===== src/common/zynq_shell_consts.svh =====
`ifndef ZYNQ_SHELL_CONSTS_SVH
`define ZYNQ_SHELL_CONSTS_SVH

// address width of host, core and DRAM requests
`define ZS_ADDR_W 32
// APB data width and width of every register word
`define ZS_DATA_W 32
// APB byte address width
`define ZS_APB_ADDR_W 8

// register map, byte offsets on the APB bus
`define ZS_REG_RUN 8'h00
`define ZS_REG_ALLOC 8'h04
`define ZS_REG_BASE 8'h08
`define ZS_REG_CORE 8'h0C
// first of four profiler words, 0x10 to 0x1C
`define ZS_REG_PROF 8'h10
`define ZS_REG_IO_POP 8'h20
`define ZS_REG_IO_CNT 8'h24

// width of the offset inside one 256 MB host window
`define ZS_HOST_OFF_W 28
// core DRAM starts here, removed by xor before the host base is added
`define ZS_DRAM_FLIP 32'h8000_0000

// profiler map, one bit per 8 MB region, indexed by address bits 29:23
`define ZS_PROF_BITS 128
`define ZS_PROF_LSB 23
`define ZS_PROF_IDX_W 7

// core i/o write capture
`define ZS_IO_DEPTH 8
`define ZS_IO_ADDR_W 23
`define ZS_IO_DATA_W 8

`endif


===== src/common/zynq_shell_pkg.sv =====
`default_nettype none

`include "zynq_shell_consts.svh"

package zynq_shell_pkg;

   // host window address as seen on the host port
   // bit 29 picks the window, bits 31:30 and 28 are not decoded
   typedef union packed {
      logic [`ZS_ADDR_W-1:0] raw;
      struct packed {
         logic [1:0]                rsvd_hi;
         logic                      win;
         logic                      rsvd_lo;
         logic [`ZS_HOST_OFF_W-1:0] offset;
      } fld;
   } host_addr_u;

   // one captured core i/o write, packed the way the host pops it
   typedef union packed {
      logic [`ZS_DATA_W-1:0] raw;
      struct packed {
         logic                     valid;
         logic [`ZS_IO_ADDR_W-1:0] addr;
         logic [`ZS_IO_DATA_W-1:0] data;
      } fld;
   } io_word_u;

endpackage

`default_nettype wire


===== src/common/mem_req_if.sv =====
`default_nettype none

`include "zynq_shell_consts.svh"

// address-only memory request with a write flag
// a request is taken in a cycle where valid and ready are both high
interface mem_req_if;

   logic                  valid;
   logic                  ready;
   logic                  we;
   logic [`ZS_ADDR_W-1:0] addr;

   // the side that issues requests
   modport source (output valid, output we, output addr, input ready);

   // the side that takes requests and drives ready
   modport sink (input valid, input we, input addr, output ready);

   // passive observer of accepted requests
   modport monitor (input valid, input ready, input addr);

endinterface

`default_nettype wire


===== src/csr/csr_apb.sv =====
`default_nettype none

`include "zynq_shell_consts.svh"

module csr_apb
(
   input  wire                          aclk_i,
   input  wire                          arst_n_i,
   input  wire [`ZS_APB_ADDR_W-1:0]     paddr_i,
   input  wire                          psel_i,
   input  wire                          penable_i,
   input  wire                          pwrite_i,
   input  wire [`ZS_DATA_W-1:0]         pwdata_i,
   output logic [`ZS_DATA_W-1:0]        prdata_o,
   output logic                         pready_o,
   output logic                         pslverr_o,
   input  wire [`ZS_PROF_BITS-1:0]      prof_map_i,
   input  zynq_shell_pkg::io_word_u     fifo_word_i,
   input  wire                          fifo_empty_i,
   input  wire [$clog2(`ZS_IO_DEPTH+1)-1:0] fifo_count_i,
   output logic                         fifo_pop_o,
   output logic                         shell_clr_o,
   output logic [`ZS_ADDR_W-1:0]        dram_base_o,
   output logic                         core_resetn_o
);

   localparam int CNT_W = $clog2(`ZS_IO_DEPTH + 1);

   // the four host-writable registers
   logic [`ZS_DATA_W-1:0] run_r;
   logic [`ZS_DATA_W-1:0] alloc_r;
   logic [`ZS_DATA_W-1:0] base_r;
   logic [`ZS_DATA_W-1:0] core_r;

   logic                  access;
   logic                  mapped;
   logic                  read_only;
   logic                  bad;
   logic                  wr_en;
   logic [`ZS_DATA_W-1:0] rdata;

   // no wait states, every access phase completes at once
   assign access   = psel_i & penable_i;
   assign pready_o = access;

   // address decode and read mux
   always_comb
   begin
      rdata     = '0;
      mapped    = 1'b1;
      read_only = 1'b0;
      case (paddr_i)
         `ZS_REG_RUN:   rdata = run_r;
         `ZS_REG_ALLOC: rdata = alloc_r;
         `ZS_REG_BASE:  rdata = base_r;
         `ZS_REG_CORE:  rdata = core_r;
         `ZS_REG_PROF, `ZS_REG_PROF + 8'h04, `ZS_REG_PROF + 8'h08, `ZS_REG_PROF + 8'h0C:
         begin
            // the profiler block starts on a 16-byte boundary, so bits 3:2 pick the word
            rdata     = prof_map_i[{paddr_i[3:2], 5'b00000} +: `ZS_DATA_W];
            read_only = 1'b1;
         end
         `ZS_REG_IO_POP:
         begin
            // an empty queue reads as zero and nothing is popped
            rdata     = fifo_empty_i ? '0 : fifo_word_i.raw;
            read_only = 1'b1;
         end
         `ZS_REG_IO_CNT:
         begin
            rdata     = {{(`ZS_DATA_W - CNT_W){1'b0}}, fifo_count_i};
            read_only = 1'b1;
         end
         default: mapped = 1'b0;
      endcase
   end

   // unmapped addresses and writes to read-only words are refused
   assign bad       = ~mapped | (pwrite_i & read_only);
   assign pslverr_o = access & bad;
   assign wr_en     = access & pwrite_i & ~bad;
   assign prdata_o  = rdata;

   // the head word leaves at the end of the access phase that returned it
   assign fifo_pop_o = access & ~pwrite_i & (paddr_i == `ZS_REG_IO_POP) & ~fifo_empty_i;

   always_ff @(posedge aclk_i or negedge arst_n_i)
   begin
      if (!arst_n_i)
      begin
         run_r   <= '0;
         alloc_r <= '0;
         base_r  <= '0;
         core_r  <= '0;
      end
      else if (wr_en)
      begin
         case (paddr_i)
            `ZS_REG_RUN:   run_r   <= pwdata_i;
            `ZS_REG_ALLOC: alloc_r <= pwdata_i;
            `ZS_REG_BASE:  base_r  <= pwdata_i;
            `ZS_REG_CORE:  core_r  <= pwdata_i;
            default: ;
         endcase
      end
   end

   // the shell stays in clear until the host sets RUN bit 0
   assign shell_clr_o = ~run_r[0];
   assign dram_base_o = base_r;
   // the core only leaves reset when the shell reset is also released
   assign core_resetn_o = core_r[0] & arst_n_i;

   // an access phase is always part of a selected transfer
   a_penable_with_psel: assert property (
      @(posedge aclk_i) disable iff (!arst_n_i)
      penable_i |-> psel_i
   );

endmodule

`default_nettype wire


===== src/csr/io_fifo.sv =====
`default_nettype none

`include "zynq_shell_consts.svh"

module io_fifo
#(
   parameter int DEPTH = `ZS_IO_DEPTH
)
(
   input  wire                          aclk_i,
   input  wire                          arst_n_i,
   input  wire                          clr_i,
   input  wire                          io_valid_i,
   output logic                         io_ready_o,
   input  wire [`ZS_IO_ADDR_W-1:0]      io_addr_i,
   input  wire [`ZS_IO_DATA_W-1:0]      io_data_i,
   input  wire                          pop_i,
   output zynq_shell_pkg::io_word_u     word_o,
   output logic                         empty_o,
   output logic [$clog2(DEPTH+1)-1:0]   count_o
);

   localparam int PTR_W = $clog2(DEPTH);
   localparam int CNT_W = $clog2(DEPTH + 1);

   zynq_shell_pkg::io_word_u mem [DEPTH];
   zynq_shell_pkg::io_word_u wr_word;

   logic [PTR_W-1:0] wr_ptr;
   logic [PTR_W-1:0] rd_ptr;
   logic [CNT_W-1:0] count;
   logic             push;

   // input is refused while full and while the shell is held in clear
   assign io_ready_o = ~clr_i & (count != CNT_W'(DEPTH));
   assign push       = io_valid_i & io_ready_o;

   // pack the write as valid, low address bits and the data byte
   always_comb
   begin
      wr_word.fld.valid = io_valid_i;
      wr_word.fld.addr  = io_addr_i;
      wr_word.fld.data  = io_data_i;
   end

   always_ff @(posedge aclk_i)
   begin
      if (push)
         mem[wr_ptr] <= wr_word;
   end

   always_ff @(posedge aclk_i or negedge arst_n_i)
   begin
      if (!arst_n_i)
      begin
         wr_ptr <= '0;
         rd_ptr <= '0;
         count  <= '0;
      end
      else if (clr_i)
      begin
         wr_ptr <= '0;
         rd_ptr <= '0;
         count  <= '0;
      end
      else
      begin
         // pointers wrap at DEPTH so any depth works, not only powers of two
         if (push)
            wr_ptr <= (wr_ptr == PTR_W'(DEPTH - 1)) ? '0 : wr_ptr + 1'b1;
         if (pop_i)
            rd_ptr <= (rd_ptr == PTR_W'(DEPTH - 1)) ? '0 : rd_ptr + 1'b1;
         case ({push, pop_i})
            2'b10:   count <= count + 1'b1;
            2'b01:   count <= count - 1'b1;
            default: ;
         endcase
      end
   end

   assign word_o  = mem[rd_ptr];
   assign empty_o = (count == '0);
   assign count_o = count;

   // the register block only pops a word that it has just returned
   a_no_pop_empty: assert property (
      @(posedge aclk_i) disable iff (!arst_n_i)
      pop_i |-> !empty_o
   );

endmodule

`default_nettype wire


===== src/source/host_xlate.sv =====
`default_nettype none

`include "zynq_shell_consts.svh"

module host_xlate
(
   input  wire                    aclk_i,
   input  wire                    arst_n_i,
   input  wire                    clr_i,
   input  wire                    host_valid_i,
   output logic                   host_ready_o,
   input  wire                    host_we_i,
   input  wire [`ZS_ADDR_W-1:0]   host_addr_i,
   output logic                   core_valid_o,
   input  wire                    core_ready_i,
   output logic                   core_we_o,
   output logic [`ZS_ADDR_W-1:0]  core_addr_o
);

   zynq_shell_pkg::host_addr_u haddr;

   logic                  take;
   logic                  valid_r;
   logic                  we_r;
   logic [`ZS_ADDR_W-1:0] addr_r;
   logic [`ZS_ADDR_W-1:0] xlated;

   assign haddr.raw = host_addr_i;

   // window 0 lands on core DRAM at 0x8000_0000, window 1 on core address zero
   assign xlated = {~haddr.fld.win, 3'b000, haddr.fld.offset};

   // the single entry may refill in the same cycle that it drains
   assign host_ready_o = ~clr_i & (~valid_r | core_ready_i);
   assign take         = host_valid_i & host_ready_o;

   always_ff @(posedge aclk_i or negedge arst_n_i)
   begin
      if (!arst_n_i)
         valid_r <= 1'b0;
      else if (clr_i)
         valid_r <= 1'b0;
      else if (take)
         valid_r <= 1'b1;
      else if (core_ready_i)
         valid_r <= 1'b0;
   end

   always_ff @(posedge aclk_i)
   begin
      if (take)
      begin
         we_r   <= host_we_i;
         addr_r <= xlated;
      end
   end

   assign core_valid_o = valid_r;
   assign core_we_o    = we_r;
   assign core_addr_o  = addr_r;

   // a stalled request keeps its payload until the core takes it
   a_stall_stable: assert property (
      @(posedge aclk_i) disable iff (!arst_n_i)
      (core_valid_o && !core_ready_i && !clr_i)
         |=> (core_valid_o && $stable(core_addr_o) && $stable(core_we_o))
   );

endmodule

`default_nettype wire


===== src/source/dram_xlate.sv =====
`default_nettype none

`include "zynq_shell_consts.svh"

module dram_xlate
(
   input  wire                    aclk_i,
   input  wire                    arst_n_i,
   input  wire                    clr_i,
   mem_req_if.sink                req,
   input  wire [`ZS_ADDR_W-1:0]   base_i,
   output logic                   dram_valid_o,
   input  wire                    dram_ready_i,
   output logic                   dram_we_o,
   output logic [`ZS_ADDR_W-1:0]  dram_addr_o
);

   logic                  take;
   logic                  valid_r;
   logic                  we_r;
   logic [`ZS_ADDR_W-1:0] addr_r;
   logic [`ZS_ADDR_W-1:0] rebased;

   // xor strips the core DRAM base, then the host allocation is added
   // the sum wraps modulo 2^32
   assign rebased = (req.addr ^ `ZS_DRAM_FLIP) + base_i;

   // one entry, refilled in the cycle that it drains
   assign req.ready = ~clr_i & (~valid_r | dram_ready_i);
   assign take      = req.valid & req.ready;

   always_ff @(posedge aclk_i or negedge arst_n_i)
   begin
      if (!arst_n_i)
         valid_r <= 1'b0;
      else if (clr_i)
         valid_r <= 1'b0;
      else if (take)
         valid_r <= 1'b1;
      else if (dram_ready_i)
         valid_r <= 1'b0;
   end

   // the base is sampled when the request is taken, later base writes do not move it
   always_ff @(posedge aclk_i)
   begin
      if (take)
      begin
         we_r   <= req.we;
         addr_r <= rebased;
      end
   end

   assign dram_valid_o = valid_r;
   assign dram_we_o    = we_r;
   assign dram_addr_o  = addr_r;

   // under back-pressure the DRAM port sees the same request every cycle
   a_stall_stable: assert property (
      @(posedge aclk_i) disable iff (!arst_n_i)
      (dram_valid_o && !dram_ready_i && !clr_i)
         |=> (dram_valid_o && $stable(dram_addr_o) && $stable(dram_we_o))
   );

endmodule

`default_nettype wire


===== src/source/mem_profiler.sv =====
`default_nettype none

`include "zynq_shell_consts.svh"

module mem_profiler
(
   input  wire                         aclk_i,
   input  wire                         arst_n_i,
   input  wire                         clr_i,
   mem_req_if.monitor                  req,
   output logic [`ZS_PROF_BITS-1:0]    map_o
);

   logic [`ZS_PROF_BITS-1:0]  map_r;
   logic [`ZS_PROF_IDX_W-1:0] region;
   logic                      hit;

   // each bit stands for one 8 MB region of core address space
   assign region = req.addr[`ZS_PROF_LSB +: `ZS_PROF_IDX_W];
   // only requests that the DRAM side actually takes are counted
   assign hit    = req.valid & req.ready;

   always_ff @(posedge aclk_i or negedge arst_n_i)
   begin
      if (!arst_n_i)
         map_r <= '0;
      else if (clr_i)
         map_r <= '0;
      else if (hit)
         map_r[region] <= 1'b1;
   end

   // bits are sticky, the host sees every region touched since the last clear
   assign map_o = map_r;

endmodule

`default_nettype wire


===== src/source/zynq_shell_top.sv =====
`default_nettype none

`include "zynq_shell_consts.svh"

module zynq_shell_top
(
   input  wire                          aclk_i,
   input  wire                          arst_n_i,
   input  wire [`ZS_APB_ADDR_W-1:0]     paddr_i,
   input  wire                          psel_i,
   input  wire                          penable_i,
   input  wire                          pwrite_i,
   input  wire [`ZS_DATA_W-1:0]         pwdata_i,
   output logic [`ZS_DATA_W-1:0]        prdata_o,
   output logic                         pready_o,
   output logic                         pslverr_o,
   input  wire                          host_valid_i,
   output logic                         host_ready_o,
   input  wire                          host_we_i,
   input  wire [`ZS_ADDR_W-1:0]         host_addr_i,
   output logic                         core_valid_o,
   input  wire                          core_ready_i,
   output logic                         core_we_o,
   output logic [`ZS_ADDR_W-1:0]        core_addr_o,
   input  wire                          dram_req_valid_i,
   output logic                         dram_req_ready_o,
   input  wire                          dram_req_we_i,
   input  wire [`ZS_ADDR_W-1:0]         dram_req_addr_i,
   output logic                         dram_valid_o,
   input  wire                          dram_ready_i,
   output logic                         dram_we_o,
   output logic [`ZS_ADDR_W-1:0]        dram_addr_o,
   input  wire                          io_valid_i,
   output logic                         io_ready_o,
   input  wire [`ZS_IO_ADDR_W-1:0]      io_addr_i,
   input  wire [`ZS_IO_DATA_W-1:0]      io_data_i,
   output logic                         core_resetn_o
);

   logic                                  shell_clr;
   logic [`ZS_ADDR_W-1:0]                 dram_base;
   logic [`ZS_PROF_BITS-1:0]              prof_map;
   zynq_shell_pkg::io_word_u              fifo_word;
   logic                                  fifo_empty;
   logic [$clog2(`ZS_IO_DEPTH+1)-1:0]     fifo_count;
   logic                                  fifo_pop;

   // the core DRAM request is shared by the translator and the profiler
   mem_req_if dram_req ();

   assign dram_req.valid   = dram_req_valid_i;
   assign dram_req.we      = dram_req_we_i;
   assign dram_req.addr    = dram_req_addr_i;
   assign dram_req_ready_o = dram_req.ready;

   csr_apb u_csr (
      .aclk_i        (aclk_i),
      .arst_n_i      (arst_n_i),
      .paddr_i       (paddr_i),
      .psel_i        (psel_i),
      .penable_i     (penable_i),
      .pwrite_i      (pwrite_i),
      .pwdata_i      (pwdata_i),
      .prdata_o      (prdata_o),
      .pready_o      (pready_o),
      .pslverr_o     (pslverr_o),
      .prof_map_i    (prof_map),
      .fifo_word_i   (fifo_word),
      .fifo_empty_i  (fifo_empty),
      .fifo_count_i  (fifo_count),
      .fifo_pop_o    (fifo_pop),
      .shell_clr_o   (shell_clr),
      .dram_base_o   (dram_base),
      .core_resetn_o (core_resetn_o)
   );

   io_fifo #(.DEPTH(`ZS_IO_DEPTH)) u_io_fifo (
      .aclk_i     (aclk_i),
      .arst_n_i   (arst_n_i),
      .clr_i      (shell_clr),
      .io_valid_i (io_valid_i),
      .io_ready_o (io_ready_o),
      .io_addr_i  (io_addr_i),
      .io_data_i  (io_data_i),
      .pop_i      (fifo_pop),
      .word_o     (fifo_word),
      .empty_o    (fifo_empty),
      .count_o    (fifo_count)
   );

   host_xlate u_host_xlate (
      .aclk_i       (aclk_i),
      .arst_n_i     (arst_n_i),
      .clr_i        (shell_clr),
      .host_valid_i (host_valid_i),
      .host_ready_o (host_ready_o),
      .host_we_i    (host_we_i),
      .host_addr_i  (host_addr_i),
      .core_valid_o (core_valid_o),
      .core_ready_i (core_ready_i),
      .core_we_o    (core_we_o),
      .core_addr_o  (core_addr_o)
   );

   dram_xlate u_dram_xlate (
      .aclk_i       (aclk_i),
      .arst_n_i     (arst_n_i),
      .clr_i        (shell_clr),
      .req          (dram_req.sink),
      .base_i       (dram_base),
      .dram_valid_o (dram_valid_o),
      .dram_ready_i (dram_ready_i),
      .dram_we_o    (dram_we_o),
      .dram_addr_o  (dram_addr_o)
   );

   mem_profiler u_mem_profiler (
      .aclk_i   (aclk_i),
      .arst_n_i (arst_n_i),
      .clr_i    (shell_clr),
      .req      (dram_req.monitor),
      .map_o    (prof_map)
   );

endmodule

`default_nettype wire


===== config.mk =====
export PLATFORM = sky130hd
export DESIGN_NAME = zynq_shell_top
export DESIGN_NICKNAME = d
export VERILOG_FILES = /design/src/common/zynq_shell_pkg.sv /design/src/common/mem_req_if.sv /design/src/csr/csr_apb.sv /design/src/csr/io_fifo.sv /design/src/source/host_xlate.sv /design/src/source/dram_xlate.sv /design/src/source/mem_profiler.sv /design/src/source/zynq_shell_top.sv
export VERILOG_INCLUDE_DIRS = /design/src /design/src/common
export SDC_FILE = /design/constraint.sdc
export NUM_CORES = 1
export LEC_CHECK = 0
export BUFFER_PORTS_ARGS = -buffer_cell sky130_fd_sc_hd__buf_2
export CAP_MARGIN = 20
export CORE_MARGIN = 5
export CORE_UTILIZATION = 60
export CTS_CLUSTER_DIAMETER = 30
export CTS_CLUSTER_SIZE = 20
export DETAILED_ROUTE_END_ITERATION = 6
export GPL_TIMING_DRIVEN = 0
export PLACE_DENSITY = 0.85
export SLEW_MARGIN = 20
export SYNTH_ARGS = -nofsm -noshare
export SYNTH_HDL_FRONTEND = slang
export SYNTH_SLANG_ARGS = --single-unit
export TNS_END_PERCENT = 10

===== constraint.sdc =====
create_clock -name aclk_i -period 9.15 [get_ports aclk_i]
set_input_delay 0.4575 -clock aclk_i [delete_from_list [all_inputs] [get_ports aclk_i]]
set_output_delay 0.4575 -clock aclk_i [all_outputs]
set_load 0.02 [all_outputs]

* Yosys cells after proc, flatten, opt, wreduce, memory -nomap -nowiden
Memories as Yosys holds them, arrays and structs flattened. Cells that the tools add are included.
Word-level totals: bits in latches 0, memory bits (read-only) 0, memory bits (writable) 256, register bits after elaboration 331, bits of input ports 147, memories 1, logic and storage cells 104
Cells by class: shifts and indexed selects 1, divide/modulo/power cells 0, add/sub/neg operators 5, bitwise operators 27, reductions and logical operators 10, order comparisons 2, multiplexer cells 24, $mul 0, equality and inequality tests 20
Memories:
- u_io_fifo.mem | depth 8, bits a word 32, read ports 1, clocked after Yosys merged registers in 0, wr ports 1, line io_fifo.sv:26 | zynq_shell_pkg::io_word_u mem [DEPTH];
Operator list (count):
- 128-bit two-way mux | 2
- 32-bit one-hot mux with 7 select lines | 1
- 128-bit bitwise OR | 1
- 128-bit by 8-bit variable part select with 32-bit output | 1
- 32-bit adder | 1
- 8-bit by 5-bit equality test with 1-bit output, second input constant | 4
- 32-bit two-way mux | 1
- 3-bit two-way mux | 6
- 8-bit by 4-bit equality test with 1-bit output, second input constant | 2
- 8-bit by 6-bit equality test with 1-bit output, second input constant | 2
- 1-bit AND | 15
- 1-bit two-way mux | 11
- 10-bit OR reduction | 1
- 8-bit by 3-bit equality test with 1-bit output, second input constant | 1
- 8-bit zero test | 1
- 7-bit by 8-bit less-than comparator with 1-bit output, second input constant | 1
- 1-bit NOT | 8
- 4-bit one-hot mux with 2 select lines | 1
- 2-bit AND reduction | 4
- 1-bit demux with 7-bit select | 1
- 7-bit by 1-bit >= comparator with 1-bit output, second input constant | 1
- 3-bit by 1-bit adder with 3-bit output, second input constant | 2
- 3-bit equality test, second input constant | 2
- 2-bit by 1-bit inequality test with 1-bit output, second input constant | 3
- other kinds (13) | 16

* Depth between registers and ports, before layout
depth after elaboration 8, depth in mapped cells 12, gate-level depth less buffers 10

* Modules after synthesis
A second synthesis with hierarchy kept.
Unflattened totals: cells, all modules 1714, area total of the unflattened synthesis 26057.5 µm²
Modules (own cells, without submodules):
- io_fifo | area each 10308.6 µm², seq. area each 7937.6 µm², cells an instance 453, times used 1
- csr_apb | area each 7143.1 µm², seq. area each 3203.1 µm², cells an instance 488, times used 1
- mem_profiler | area each 4855.9 µm², seq. area each 3203.1 µm², cells an instance 451, times used 1
- dram_xlate | area each 2753.9 µm², seq. area each 1016.0 µm², cells an instance 282, times used 1
- host_xlate | area each 996.0 µm², seq. area each 925.9 µm², cells an instance 40, times used 1

* Worst setup path after synthesis
Ideal clock, no wire load.
kind register -> register, start register u_io_fifo.count[1] (netlist: u_io_fifo.count_o[1]), end memory u_io_fifo.mem[1][0] (netlist bit) (enable), clock period less this slack 3.841 ns, slack 5.309 ns, stages on the path, launching flop included 7, data arrival time 3.380 ns, buffers on the path 2, cells stage by stage dfrtp_1 -> clkbuf_1 -> or4_1 -> and2_1 -> clkbuf_1 -> nand3_1 -> nor3_1
Between the ends: cells in the longest elaborated chain, start to end 5
Ends and longest elaborated chain:
- start: declaration | line io_fifo.sv:31 | logic [CNT_W-1:0] count;
- start signal: assignment | line io_fifo.sv:74 | 2'b10: count <= count + 1'b1;
- start signal: assignment | line io_fifo.sv:75 | 2'b01: count <= count - 1'b1;
- 4-bit inequality test | line io_fifo.sv:35 | assign io_ready_o = ~clr_i & (count != CNT_W'(DEPTH));
- 1-bit AND | line io_fifo.sv:35
- 1-bit AND | line io_fifo.sv:36 | assign push = io_valid_i & io_ready_o;
- 1-bit two-way mux | line io_fifo.sv:48 | if (push)
- 1-bit two-way mux (implied by the code) | line io_fifo.sv:49 | mem[wr_ptr] <= wr_word;
- end: declaration | line io_fifo.sv:26
Every way passes these cells.

* Final worst setup path
start input port paddr_i[3], end output port prdata_o[10]
Between the ends: cells in the longest elaborated chain, start to end 3, elaborated cells on any way between the ends 13
Ends and longest elaborated chain:
- start: declaration | line zynq_shell_top.sv:9 | input wire [`ZS_APB_ADDR_W-1:0] paddr_i,
- branches (longest 2 deep; another with 128-bit by 8-bit variable part select with 32-bit output)
- 32-bit one-hot mux with 7 select lines * | line csr_apb.sv:52 | case (paddr_i)
- end: declaration | line zynq_shell_top.sv:14 | output logic [`ZS_DATA_W-1:0] prdata_o,
Every way passes the cells marked *.

==> impl_metrics.ini <==
[synthesis]
synth_area_leaders = edfxtp_1, dfrtp_1, mux4_2
yosysMostFrequentCell = edfxtp_1
async_flop_share = 0.457
synth.cell_area_um2 = 25700
yosys_warnings = 0
yosysSeqAreaShare = 0.633
synth_top_area_share = 0.372
synth_area_leader_cell = edfxtp_1
synthFlopType = edfxtp_1
ys_seq_elements = 587
ys_types = 64
post_synth.cell_area_avg_um2 = 15.4
netlist_instances = 1673
synth-edff-count = 319
synthTopCellsByCount = edfxtp_1, dfrtp_1, nor2_1, o21a_1, mux4_2

[final_layout]
multiInputGateArea_um2 = 9060
stdcell_area_um2 = 32400
fill_cells = 2332
final_nets = 2270
final-seq-area_um2 = 16300
drive_gt1_frac = 0.345
synthToLayoutAreaGrowth_pct = 25.9

[drt]
vias = 17671
remaining_drc_errors = 1
ant_nets = 0
firstDrtPassIters = 7
drtIter0Drc = 2169
drt_wl_total_um = 75600
post_drt_via_cell_ratio = 6.47
wl_per_cell_um = 27.7

[floorplanning]
die_h_um = 217
rows = 75
start_util = 0.610
fp.coreArea_um2 = 42100
die_w_um = 217
dieArea_um2 = 47100
io_pins = 253

[cts]
cts-resized-gates = 0
clk_path_buf_depth = 3
htreeDepth = 3
root_buffer = clkbuf_16
cts_tree = built
insertion_delay_ps = 660
cts.sinks = 587
numCtsBuffers = 116
clk_pin_slew_ps = 40

[critical_path]
timing.rr.end = u_dram_xlate.dram_addr_o[29]
crit_path_cell_trace = clkbuf_1 -> clkbuf_1 -> buf_1 -> mux4_2 -> a22oi_1 -> o21ai_0 -> buf_2
reg2reg_from = u_csr.dram_base_o[4]
critPathLaunchType = input pin
cpMaxStageDelayCell = buf_1
reg2reg_depth = 8
arrival_ps = 3800
worstSetupEndpoint = prdata_o[10]
crit_type = in -> out
rrSetupSlack_ps = 5650
crit_top_cell = clkbuf_1
startpoint = paddr_i[3]
cpPeakStageDelay_ps = 820
cp-end-kind = output port
cp.required_ps = 8690
path_max_fanout = 10

[placed_design]
numPortBuffers = 244
dpl.hpwl_um = 47200
dp_slack_ps = 5130
routabilityCongestion = 0.960
placement.cell_area_um2 = 28000

[sta]
fin_crit_ps = 4260
fmax_mhz = 235
tns_ps = 0
final_hold_viol_count = 0
fin_hold_ws_ps = 56.9
setup_viol = 0
tightest_slew_ps = 1170
max_slew_margin = 0.221
final.period_utilization = 0.465
drv_slew = 0
fin_worst_skew_ps = 29.2
fin_ws_ps = 4890
grt_setup_unrepaired = no

[grt]
gr-total-overflow = 0
globalRouteTotalUtil = 0.321
grt_pass1_vias = 18975
grt_max_degree = 104
grt_pass1_wl_um = 114000
antenna_found_initial = 9

[outcome]
violations = DRC
outcome = complete, but fails checks

[pwr]
pwr_density_cell_nw_per_um2 = 228
ir_worst_vdd_mv = 0.243
power.leakage_nw = 13.3

[worst_hold_path]
hold_class = in -> reg

[job]
max_cap_violations = 0
## power breakdown
group | leakage (nW) | switching [mW] | internal [mW]
sequential | 6.61 | 0.00657 | 2.81
combinational | 4.70 | 0.144 | 0.0816
clock | 1.99 | 1.42 | 2.91
## per-layer routing
layer  up-vias  global-route usage  part of all wire
met5         -                   0           0.00098
met4        12               0.147             0.048
met3       265              0.0852             0.093
met2      1103               0.546              0.51
met1      8979               0.387              0.35
li1       7312                   -                 -
## stage by stage
step,instances,power [mW],utilization
5_1_grt,2729,7.57,0.768
6_report,2733,7.37,0.768
3_5_place_dp,2476,3.07,0.664
2_1_floorplan,1675,2.95,-
4_1_cts,2727,7.39,0.768
3_3_place_gp,2458,3.06,0.656
## worst max-delay path: cells and delay by family
| family | cells | cell delay, ps |
|---|---|---|
| AO/OA/AOI/OAI | 2 | 810 |
| multiplexers | 1 | 410 |
| buffers and inverters | 4 | 2110 |
## registers in the layout, indices dropped and copies added (netlist names)
signal	flops
u_io_fifo.mem	256
u_mem_profiler.map_o	128
u_csr.alloc_r	32
u_csr.core_r	32
u_csr.dram_base_o	32
u_csr.run_r	32
u_dram_xlate.dram_addr_o	32
u_host_xlate.core_addr_o	29
u_io_fifo.count_o	4
u_io_fifo.rd_ptr	3
u_io_fifo.wr_ptr	3
u_dram_xlate.dram_valid_o	1
u_dram_xlate.dram_we_o	1
u_host_xlate.core_valid_o	1
u_host_xlate.core_we_o	1
## cells in the final DEF, fill, tap and decap left out, types with 11 or more instances in the layout
| cell type | n |
|---|---|
| o21ai_0 | 45 |
| nor2_1 | 148 |
| bufinv_16 | 14 |
| clkbuf_1 | 76 |
| nor2b_1 | 16 |
| mux2_2 | 123 |
| nand2_1 | 35 |
| dfrtp_1 | 268 |
| nand2b_1 | 11 |
| a21o_1 | 19 |
| xor2_1 | 11 |
| xnor2_1 | 19 |
| buf_2 | 264 |
| o21a_1 | 135 |
| clkinv_2 | 26 |
| ha_1 | 36 |
| nand3_1 | 23 |
| clkinvlp_4 | 12 |
| inv_1 | 14 |
| edfxtp_1 | 319 |
| a21oi_1 | 33 |
| mux2i_1 | 37 |
| mux4_2 | 124 |
| clkbuf_16 | 124 |
| a22oi_1 | 31 |
| dlygate4sd3_1 | 31 |
## worst min-delay path by stage
stage | start | endpoint | slack (ps) | depth (start not counted)
2_1_floorplan | arst_n_i | u_csr.alloc_r[0] | 160 | 0
3_3_place_gp | u_mem_profiler.map_o[74] | u_mem_profiler.map_o[74] | 470 | 1
3_5_place_dp | arst_n_i | u_csr.dram_base_o[11] | 440 | 1
4_1_cts | host_addr_i[23] | u_host_xlate.core_addr_o[23] | 6 | 1
5_1_grt | host_addr_i[29] | u_host_xlate.core_addr_o[31] | 40 | 2
6_report | host_addr_i[29] | u_host_xlate.core_addr_o[31] | 60 | 2
## timing repair
| item | CTS | global route |
|---|---|---|
| hold buffers | 30 | 1 |
| setup buffers | 0 | 0 |
| endpoints found under the hold margin | 94 | 1 |
## cell families after synthesis
kind of cell | share of synthesized area
fa+ha+maj | 0.0183
other cells | 0.000146
mux | 0.180
compound gates | 0.0824
xor+xnor | 0.0102
simple gates | 0.0586
flops | 0.633
buf+inv | 0.0173
## area by class of cell
class / count / share of cell area
Multi-Input combinational cell: 979 / 0.280
Clock inverter: 74 / 0.0249
Buffer: 95 / 0.0123
Sequential cell: 587 / 0.503
Timing Repair Buffer: 293 / 0.0560
Antenna cell: 5 / 0.000387
Tap cell: 539 / 0.0208
Inverter: 14 / 0.00162
Clock buffer: 147 / 0.101
(Power assumes the default switching activity.)
